`src/rtl/lsu_pkg.sv`:
```
package lsu_pkg;

	// ------------------------------
	// widths
	// ------------------------------
	typedef logic [31:0] lsu_addr_t;
	typedef logic [31:0] lsu_word_t;
	typedef logic [63:0] bus_data_t;
	typedef logic [7:0]  bus_strb_t;
	typedef logic [4:0]  reg_idx_t;
	typedef logic [3:0]  axi_id_t;
	typedef logic [2:0]  axi_size_t;

	localparam axi_size_t SIZE_BYTE = 3'd0;
	localparam axi_size_t SIZE_WORD = 3'd2;

	// serial port window, accessed one byte per beat
	localparam lsu_addr_t UART_BASE = 32'h1000_0000;
	localparam lsu_addr_t UART_LAST = 32'h1000_0fff;

	// ------------------------------
	// operations and FSM states
	// ------------------------------
	typedef enum logic [3:0] {
		OP_NONE,
		OP_LW,
		OP_LH,
		OP_LHU,
		OP_LB,
		OP_LBU,
		OP_SW,
		OP_SH,
		OP_SB
	} mem_op_t;

	typedef enum logic [1:0] {
		R_IDLE,
		R_ADDR,
		R_DATA,
		R_SECOND
	} read_state_t;

	typedef enum logic [2:0] {
		W_IDLE,
		W_ADDR,
		W_DATA,
		W_RESP,
		W_SECOND
	} write_state_t;

	// ------------------------------
	// bundles
	// ------------------------------
	typedef struct packed {
		mem_op_t   op;
		lsu_addr_t addr;
		lsu_word_t data;
		reg_idx_t  rd;
	} mem_req_t;

	// shared by ar and aw
	typedef struct packed {
		lsu_addr_t addr;
		axi_id_t   id;
		axi_size_t size;
	} addr_req_t;

	typedef struct packed {
		bus_data_t data;
		bus_strb_t strb;
	} w_beat_t;

	typedef struct packed {
		bus_data_t data;
		axi_id_t   id;
	} r_beat_t;

	typedef struct packed {
		logic      need_second;
		lsu_addr_t first_addr;
		lsu_addr_t second_addr;
		bus_strb_t first_strb;
		bus_strb_t second_strb;
		bus_data_t wdata;
		axi_size_t size;
	} split_t;

	function automatic logic is_load_op(mem_op_t op);
		return op inside {OP_LW, OP_LH, OP_LHU, OP_LB, OP_LBU};
	endfunction

	function automatic logic is_store_op(mem_op_t op);
		return op inside {OP_SW, OP_SH, OP_SB};
	endfunction

endpackage

```
`src/rtl/lsu_stage.sv`:
```
`timescale 1ns/1ns

module lsu_stage import lsu_pkg::*; (
	input  logic      clock,
	input  logic      reset,
	input  mem_req_t  req,
	input  logic      req_valid,
	output logic      req_allowin,
	input  logic      finished,
	output mem_req_t  held,
	output logic      stage_valid,
	output axi_id_t   txn_id,
	input  lsu_word_t load_value,
	output logic      done,
	output logic      wb_en,
	output reg_idx_t  wb_rd,
	output lsu_word_t wb_data
);

	// stage can take a new request while the old one retires
	assign req_allowin = !stage_valid || finished;

	always_ff @(posedge clock) begin
		if (reset) begin
			stage_valid <= 1'b0;
		end else if (req_allowin) begin
			stage_valid <= req_valid;
		end
	end

	always_ff @(posedge clock) begin
		if (req_allowin && req_valid) begin
			held <= req;
		end
	end

	// free-running ID source, channels sample it when they start
	always_ff @(posedge clock) begin
		if (reset) begin
			txn_id <= '0;
		end else if (txn_id == 4'hf) begin
			txn_id <= '0;
		end else begin
			txn_id <= txn_id + 4'd1;
		end
	end

	// ------------------------------
	// retire
	// ------------------------------
	assign done    = stage_valid && finished;
	assign wb_en   = done && is_load_op(held.op);
	assign wb_rd   = held.rd;
	assign wb_data = load_value;

endmodule

```
`src/rtl/access_split.sv`:
```
`timescale 1ns/1ns

module access_split import lsu_pkg::*; (
	input  mem_req_t held,
	output split_t   plan
);

	logic [3:0]  width_mask;
	logic        is_word;
	logic        is_half;
	logic [11:0] shifted;
	bus_strb_t   lanes;
	bus_strb_t   word_lanes;
	bus_data_t   wdata;

	// byte count of the access, as a mask from the low byte
	always_comb begin
		is_word = 1'b0;
		is_half = 1'b0;
		case (held.op)
			OP_LW, OP_SW: begin
				width_mask = 4'b1111;
				is_word    = 1'b1;
			end
			OP_LH, OP_LHU, OP_SH: begin
				width_mask = 4'b0011;
				is_half    = 1'b1;
			end
			OP_LB, OP_LBU, OP_SB: begin
				width_mask = 4'b0001;
			end
			default: begin
				width_mask = 4'b0000;
			end
		endcase
	end

	// ------------------------------
	// strobes
	// ------------------------------
	// lanes past bit 7 wrap into the next doubleword
	assign shifted    = {8'h00, width_mask} << held.addr[2:0];
	assign lanes      = shifted[7:0] | {4'b0000, shifted[11:8]};
	assign word_lanes = held.addr[2] ? 8'hf0 : 8'h0f;

	// byte i of store data sits on lane (addr + i) mod 8
	always_comb begin
		logic [2:0] lane;
		wdata = '0;
		for (int i = 0; i < 4; i++) begin
			lane = held.addr[2:0] + 3'(i);
			wdata[lane*8 +: 8] = held.data[i*8 +: 8];
		end
	end

	always_comb begin
		plan.need_second = (is_word && held.addr[1:0] != 2'd0)
			|| (is_half && held.addr[1:0] == 2'd3);
		plan.first_addr  = held.addr;
		// next aligned word
		plan.second_addr = {held.addr[31:2] + 30'd1, 2'b00};
		plan.first_strb  = lanes & word_lanes;
		plan.second_strb = lanes & ~word_lanes;
		plan.wdata       = wdata;
		if (held.addr >= UART_BASE && held.addr <= UART_LAST) begin
			plan.size = SIZE_BYTE;
		end else begin
			plan.size = SIZE_WORD;
		end
	end

endmodule

```
`src/rtl/read_channel.sv`:
```
`timescale 1ns/1ns

module read_channel import lsu_pkg::*; (
	input  logic      clock,
	input  logic      reset,
	input  logic      start,
	input  logic      need_second,
	input  lsu_addr_t first_addr,
	input  lsu_addr_t second_addr,
	input  axi_size_t size,
	input  axi_id_t   txn_id,
	output addr_req_t ar,
	output logic      arvalid,
	input  logic      arready,
	input  r_beat_t   r,
	input  logic      rvalid,
	output logic      rready,
	output logic      finished,
	output bus_data_t first_beat,
	output bus_data_t last_beat
);

	read_state_t state;
	read_state_t state_next;
	logic        second_q;
	axi_id_t     id_q;
	bus_data_t   first_q;
	logic        beat_taken;
	logic        last;

	// beats with a foreign ID are left alone
	assign beat_taken = rvalid && rready && (r.id == id_q);
	assign last       = second_q || !need_second;

	always_comb begin
		state_next = state;
		case (state)
			R_IDLE: begin
				if (start) begin
					state_next = R_ADDR;
				end
			end
			R_ADDR, R_SECOND: begin
				if (arready) begin
					state_next = R_DATA;
				end
			end
			R_DATA: begin
				if (beat_taken) begin
					state_next = last ? R_IDLE : R_SECOND;
				end
			end
			default: state_next = R_IDLE;
		endcase
	end

	always_ff @(posedge clock) begin
		if (reset) begin
			state    <= R_IDLE;
			second_q <= 1'b0;
		end else begin
			state <= state_next;
			if (state_next == R_SECOND) begin
				second_q <= 1'b1;
			end else if (state_next == R_IDLE) begin
				second_q <= 1'b0;
			end
		end
	end

	// one ID for both beats of a split load
	always_ff @(posedge clock) begin
		if (state == R_IDLE && start) begin
			id_q <= txn_id;
		end
		if (beat_taken && !last) begin
			first_q <= r.data;
		end
	end

	assign ar = '{addr: second_q ? second_addr : first_addr, id: id_q, size: size};

	assign arvalid    = (state == R_ADDR) || (state == R_SECOND);
	assign rready     = (state == R_DATA);
	assign finished   = beat_taken && last;
	assign first_beat = need_second ? first_q : r.data;
	assign last_beat  = r.data;

endmodule

```
`src/rtl/write_channel.sv`:
```
`timescale 1ns/1ns

module write_channel import lsu_pkg::*; (
	input  logic         clock,
	input  logic         reset,
	input  logic         start,
	input  logic         need_second,
	input  lsu_addr_t    first_addr,
	input  lsu_addr_t    second_addr,
	input  bus_strb_t    first_strb,
	input  bus_strb_t    second_strb,
	input  bus_data_t    wdata,
	input  axi_size_t    size,
	input  axi_id_t      txn_id,
	output addr_req_t    aw,
	output logic         awvalid,
	input  logic         awready,
	output w_beat_t      w,
	output logic         wvalid,
	input  logic         wready,
	input  axi_id_t      bid,
	input  logic         bvalid,
	output logic         bready
	,
	output logic         finished
);

	write_state_t state;
	write_state_t state_next;
	logic         second_q;
	axi_id_t      id_q;
	logic         resp_taken;
	logic         last;

	assign resp_taken = bvalid && bready && (bid == id_q);
	assign last       = second_q || !need_second;

	// ------------------------------
	// aw, then w, then b per beat
	// ------------------------------
	always_comb begin
		state_next = state;
		case (state)
			W_IDLE: begin
				if (start) begin
					state_next = W_ADDR;
				end
			end
			W_ADDR, W_SECOND: begin
				if (awready) begin
					state_next = W_DATA;
				end
			end
			W_DATA: begin
				if (wready) begin
					state_next = W_RESP;
				end
			end
			W_RESP: begin
				if (resp_taken) begin
					state_next = last ? W_IDLE : W_SECOND;
				end
			end
			default: state_next = W_IDLE;
		endcase
	end

	always_ff @(posedge clock) begin
		if (reset) begin
			state    <= W_IDLE;
			second_q <= 1'b0;
		end else begin
			state <= state_next;
			if (state_next == W_SECOND) begin
				second_q <= 1'b1;
			end else if (state_next == W_IDLE) begin
				second_q <= 1'b0;
			end
		end
	end

	always_ff @(posedge clock) begin
		if (state == W_IDLE && start) begin
			id_q <= txn_id;
		end
	end

	assign aw = '{addr: second_q ? second_addr : first_addr, id: id_q, size: size};

	// data is already lane-rotated, the strobe picks the beat's bytes
	assign w = '{data: wdata, strb: second_q ? second_strb : first_strb};

	assign awvalid  = (state == W_ADDR) || (state == W_SECOND);
	assign wvalid   = (state == W_DATA);
	assign bready   = (state == W_RESP);
	assign finished = resp_taken && last;

endmodule

```
`src/rtl/load_merge.sv`:
```
`timescale 1ns/1ns

module load_merge import lsu_pkg::*; (
	input  mem_op_t   op,
	input  lsu_addr_t addr,
	input  bus_strb_t first_strb,
	input  bus_strb_t second_strb,
	input  bus_data_t first_beat,
	input  bus_data_t last_beat,
	output lsu_word_t value
);

	logic [3:0][7:0] merged;

	// byte k of the result comes from lane (addr + k) mod 8
	always_comb begin
		logic [2:0] lane;
		merged = '0;
		for (int k = 0; k < 4; k++) begin
			lane = addr[2:0] + 3'(k);
			if (first_strb[lane]) begin
				merged[k] = first_beat[lane*8 +: 8];
			end else if (second_strb[lane]) begin
				merged[k] = last_beat[lane*8 +: 8];
			end
		end
	end

	// sign or zero extension
	always_comb begin
		case (op)
			OP_LW:   value = merged;
			OP_LH:   value = {{16{merged[1][7]}}, merged[1], merged[0]};
			OP_LHU:  value = {16'h0000, merged[1], merged[0]};
			OP_LB:   value = {{24{merged[0][7]}}, merged[0]};
			OP_LBU:  value = {24'h000000, merged[0]};
			default: value = '0;
		endcase
	end

endmodule

```
`src/rtl/lsu_top.sv`:
```
`timescale 1ns/1ns

module lsu_top import lsu_pkg::*; (
	input  logic      clock,
	input  logic      reset,
	input  mem_req_t  req,
	input  logic      req_valid,
	output logic      req_allowin,
	output logic      done,
	output logic      wb_en,
	output reg_idx_t  wb_rd,
	output lsu_word_t wb_data,
	output addr_req_t ar,
	output logic      arvalid,
	input  logic      arready,
	input  r_beat_t   r,
	input  logic      rvalid,
	output logic      rready,
	output addr_req_t aw,
	output logic      awvalid,
	input  logic      awready,
	output w_beat_t   w,
	output logic      wvalid,
	input  logic      wready,
	input  axi_id_t   bid,
	input  logic      bvalid,
	output logic      bready
);

	mem_req_t  held;
	logic      stage_valid;
	axi_id_t   txn_id;
	split_t    split;
	logic      is_load;
	logic      is_store;
	logic      rd_finished;
	logic      wr_finished;
	logic      finished;
	bus_data_t first_beat;
	bus_data_t last_beat;
	lsu_word_t load_value;

	assign is_load  = is_load_op(held.op);
	assign is_store = is_store_op(held.op);

	// OP_NONE has no bus work and retires at once
	assign finished = is_load ? rd_finished : (is_store ? wr_finished : 1'b1);

	lsu_stage i_lsu_stage (
		.clock       (clock),
		.reset       (reset),
		.req         (req),
		.req_valid   (req_valid),
		.req_allowin (req_allowin),
		.finished    (finished),
		.held        (held),
		.stage_valid (stage_valid),
		.txn_id      (txn_id),
		.load_value  (load_value),
		.done        (done),
		.wb_en       (wb_en),
		.wb_rd       (wb_rd),
		.wb_data     (wb_data)
	);

	access_split i_access_split (
		.held (held),
		.plan (split)
	);

	read_channel i_read_channel (
		.clock       (clock),
		.reset       (reset),
		.start       (stage_valid && is_load),
		.need_second (split.need_second),
		.first_addr  (split.first_addr),
		.second_addr (split.second_addr),
		.size        (split.size),
		.txn_id      (txn_id),
		.ar          (ar),
		.arvalid     (arvalid),
		.arready     (arready),
		.r           (r),
		.rvalid      (rvalid),
		.rready      (rready),
		.finished    (rd_finished),
		.first_beat  (first_beat),
		.last_beat   (last_beat)
	);

	write_channel i_write_channel (
		.clock       (clock),
		.reset       (reset),
		.start       (stage_valid && is_store),
		.need_second (split.need_second),
		.first_addr  (split.first_addr),
		.second_addr (split.second_addr),
		.first_strb  (split.first_strb),
		.second_strb (split.second_strb),
		.wdata       (split.wdata),
		.size        (split.size),
		.txn_id      (txn_id),
		.aw          (aw),
		.awvalid     (awvalid),
		.awready     (awready),
		.w           (w),
		.wvalid      (wvalid),
		.wready      (wready),
		.bid         (bid),
		.bvalid      (bvalid),
		.bready      (bready),
		.finished    (wr_finished)
	);

	load_merge i_load_merge (
		.op          (held.op),
		.addr        (held.addr),
		.first_strb  (split.first_strb),
		.second_strb (split.second_strb),
		.first_beat  (first_beat),
		.last_beat   (last_beat),
		.value       (load_value)
	);

endmodule

```
`config.mk`:
```
export PLATFORM = sky130hd
export DESIGN_NAME = lsu_top
export DESIGN_NICKNAME = d
export VERILOG_FILES = /design/src/rtl/lsu_pkg.sv /design/src/rtl/lsu_stage.sv /design/src/rtl/access_split.sv /design/src/rtl/read_channel.sv /design/src/rtl/write_channel.sv /design/src/rtl/load_merge.sv /design/src/rtl/lsu_top.sv
export SDC_FILE = /design/constraint.sdc
export NUM_CORES = 1
export LEC_CHECK = 0
export ABC_CLOCK_PERIOD_IN_PS = 7380
export BUFFER_PORTS_ARGS = -buffer_cell sky130_fd_sc_hd__buf_2
export CORE_MARGIN = 2
export CORE_UTILIZATION = 42
export DETAILED_ROUTE_END_ITERATION = 16
export GPL_ROUTABILITY_DRIVEN = 1
export PLACE_DENSITY_LB_ADDON = 0.2
export SETUP_SLACK_MARGIN = 0.5
export SLEW_MARGIN = 20
export SYNTH_ARGS = -nofsm -noshare
export SYNTH_HDL_FRONTEND = slang
export SYNTH_HIERARCHICAL = 1
export SYNTH_SLANG_ARGS = --single-unit
```
`constraint.sdc`:
```
create_clock -name clock -period 7.38 [get_ports clock]
set_input_delay 0.369 -clock clock [delete_from_list [all_inputs] [get_ports clock]]
set_output_delay 0.369 -clock clock [all_outputs]
set_load 0.005 [all_outputs]
```
==> flow_summary_export.csv <==
group,metric,value,unit
floorplan,initial_core_util,0.425,
flow_run,max_cap_violations,0,
pwr,power_density,161,nW/um^2
sta,tightest_slew,1100,ps
final_layout,layout_common_cells,"buf_2 (343), edfxtp_1 (145), mux4_2 (122)",
floorplan,dieArea,41900,um^2
clocking,clk_path_buf_depth,2,
status,status,"finished, final reports clean",
final_layout,stdcell_area,17900,um^2
clocking,clockRootBuffer,"clkbuf_16",
placed_design,dp_hpwl,36500,um
sta,slew_headroom,0.262,
hold_path,hold_start,"req[50]",
global_route,grt.total_usage,0.243,
worst_setup_path,cp_max_fo,41,
routing,firstDrtPassIters,7,
final_layout,layout-drive-gt1-share,0.439,
hold_path,holdPathStages,1,
pwr,ir_drop,0.193,mV
clocking,post_cts_resized,0,
sta,period_share,0.813,
worst_setup_path,critical_path_class,"reg2out",
logic_synthesis,ys_ff_latch,157,
global_route,grt_pass1_wl,77700,um
logic_synthesis,ys_types,92,
final_layout,final_common_cell,"buf_2",
final_layout,nNetsFinal,1778,
floorplan,core,39700,um^2
logic_synthesis,synth-edff-count,145,
sta,fin_crit,6000,ps
sta,drv_slew,0,
sta,setup_viol,0,
sta,skew,16.6,ps
global_route,grt_pass1_vias,12894,
routing,wirelength,51000,um
final_layout,area_growth,5.85,%
sta,final_hold_viol_count,0,
placed_design,dpl_cell_area,17300,um^2
logic_synthesis,synthFlopType,"edfxtp_1",
logic_synthesis,async_reset_ff_frac,0,
placed_design,portBuffers,343,
clocking,holdBufCountCts,0,
hold_path,min_to,"i_lsu_stage/held[50]",
routing,drtAntennaViolNets,0,
logic_synthesis,syn_inst,1551,
placed_design,gp_congestion,0.932,
routing,routedWlPerCell,23.7,um
floorplan,die_w,205,um
logic_synthesis,avgSynthCellArea,10.9,um^2
worst_setup_path,cp.required,7010,ps
clocking,clk_pin_slew,80,ps
logic_synthesis,ys_warn_count,6,
logic_synthesis,ys_seq_area_frac,0.272,
routing,vias,13261,
clocking,cts_num_sinks,157,
global_route,grt_max_degree,74,
sta,rsz0062_at_grt,"no",
worst_setup_path,rr_startpoint,"i_lsu_stage/held[38]",
logic_synthesis,netlist_area,16900,um^2
clocking,cts.htree.levels,4,
clocking,cts_buffers,17,
global_route,grt_antenna_before_repair,4,
worst_setup_path,crit_chain,"buf_4 -> ha_1 -> inv_1 -> o22ai_1 -> a22oi_1 -> nor2_4 -> buf_4 -> mux2_1 -> mux4_2 -> mux2_2 -> a22oi_1 -> o211ai_1 -> buf_2",
floorplan,dieHeight,205,um
routing,first_iter_violations,1210,
pwr,cellLeakagePower,6.83,nW
routing,viasPerCell,6.17,
hold_path,hold_class,"in2reg",
worst_setup_path,critPathCaptureType,"output pin",
floorplan,rows,73,
clocking,clk_latency,490,ps
worst_setup_path,slowest_delay,790,ps
clocking,cts_tree,"yes",
routing,drc,0,
floorplan,io_pins,348,
sta,fin_tns_setup,0,ps
sta,fmax,167,MHz
clocking,post_cts_buffers,0,
global_route,grt-ovfl-total,0,
worst_setup_path,r2r_cells,13,
final_layout,fillers,3750,
worst_setup_path,r2r_slack,2710,ps
worst_setup_path,slowest_stage,"nor2_4",
worst_setup_path,cp.arrival,5630,ps
worst_setup_path,worstSetupStartpointType,"flip-flop",
worst_setup_path,reg2reg_to,"i_lsu_stage/held[31]",
-- flip-flops by register name (all words and copies together) (netlist names) --
signal and flops:
i_write_channel/state 3, i_lsu_stage/held 68, i_read_channel/state 2, i_write_channel/id_q 4, i_write_channel/second_q 1, i_read_channel/id_q 4
i_lsu_stage/stage_valid 1, i_lsu_stage/wb_rd 5, i_read_channel/first_q 64, i_lsu_stage/txn_id 4, i_read_channel/second_q 1
-- cells in the mapped netlist (all sizes together), types with 10 or more instances --
cell type,count,share of area
a211oi,22,0.011
a21o,10,0.0044
a21oi,52,0.015
a221oi,40,0.021
a22oi,22,0.0098
a31oi,10,0.0037
and3,17,0.0063
buf,293,0.12
clkbuf,37,0.0085
dfxtp,12,0.014
edfxtp,145,0.26
ha,21,0.016
inv,25,0.0056
mux2,156,0.11
mux2i,59,0.035
mux4,123,0.16
nand2,64,0.014
nand2b,20,0.0074
nand3,41,0.013
nand4,26,0.011
nor2,74,0.017
nor2b,18,0.0068
nor3,34,0.010
nor4,11,0.0058
o211ai,11,0.0049
o21ai,45,0.013
o221ai,13,0.0067
o22a,15,0.0078
xnor2,28,0.017
xor2,14,0.0084
-- where the power goes --
group	switching [mW]	leakage, nW	internal, mW
clock network	0.439	0.303	0.474
registers	0.0618	1.46	1.01
logic	0.472	5.07	0.432
total	0.974	6.83	1.91
-- logic make-up (layout without fill, tap and decap cells) --
kind of cell	count (synthesis)	after routing	synth area share
adder cells (fa/ha/maj)	21	21	0.0155
XOR/XNOR	42	42	0.0253
other	1	12	0.000222
buffers and inverters	355	416	0.136
AO/OA/AOI/OAI	277	277	0.119
AND/OR/NAND/NOR	360	360	0.120
flip-flops	157	157	0.272
multiplexers	338	338	0.312
-- cell type report --
type / count / area [um^2] / share of cell area
Multi-Input combinational cell: 1044 / 10100 / 0.563
Clock buffer: 18 / 450 / 0.0252
Sequential cell: 157 / 4600 / 0.257
Tap cell: 525 / 657 / 0.0367
Timing Repair Buffer: 359 / 1840 / 0.103
Antenna cell: 6 / 15.0 / 0.000839
Clock inverter: 14 / 165 / 0.00923
Inverter: 25 / 93.8 / 0.00524
-- per-stage QoR --
stage	worst slack [ps]	hold WS, ps	instances	util	power (mW)
final	1380	52.2	2148	0.450	2.89
after global routing	1000	18.2	2146	0.450	3.02
after floorplan	2120	438	1556	-	1.80
after CTS	1330	0.292	2141	0.450	2.92
after global placement	2070	502	2109	0.434	1.97
after detailed placement	1900	522	2109	0.434	1.98
-- routing by layer --
metal  wire length, um  part of all wire  global-route usage
met5                 0                 0                   0
met3              4160             0.082              0.0601
met1             21900              0.43               0.330
met2             23700              0.46               0.371
met4              1280             0.025              0.0960
-- worst max path at each step --
stage	startpoint	endpoint	slack, ps
after floorplan	i_lsu_stage/held[37]	i_read_channel/first_q[0]	2120
after detailed placement	i_lsu_stage/held[38]	wb_data[29]	1900
after global placement	i_lsu_stage/held[38]	wb_data[29]	2070
after global routing	i_lsu_stage/held[38]	wb_data[29]	1000
after CTS	i_lsu_stage/held[38]	wb_data[29]	1330
final	i_lsu_stage/held[38]	wb_data[29]	1380
-- critical path: cells and delay by family, from the launching register on --
kind	cells	cell delay [ps]
buffers and inverters	4	1440
and+or+nand+nor	1	790
DFF	1	390
muxes	3	1220
adders and majority gates	1	590
AOI/OAI and AO/OA	4	620
Note: power is estimated with default switching activity, not from simulation.
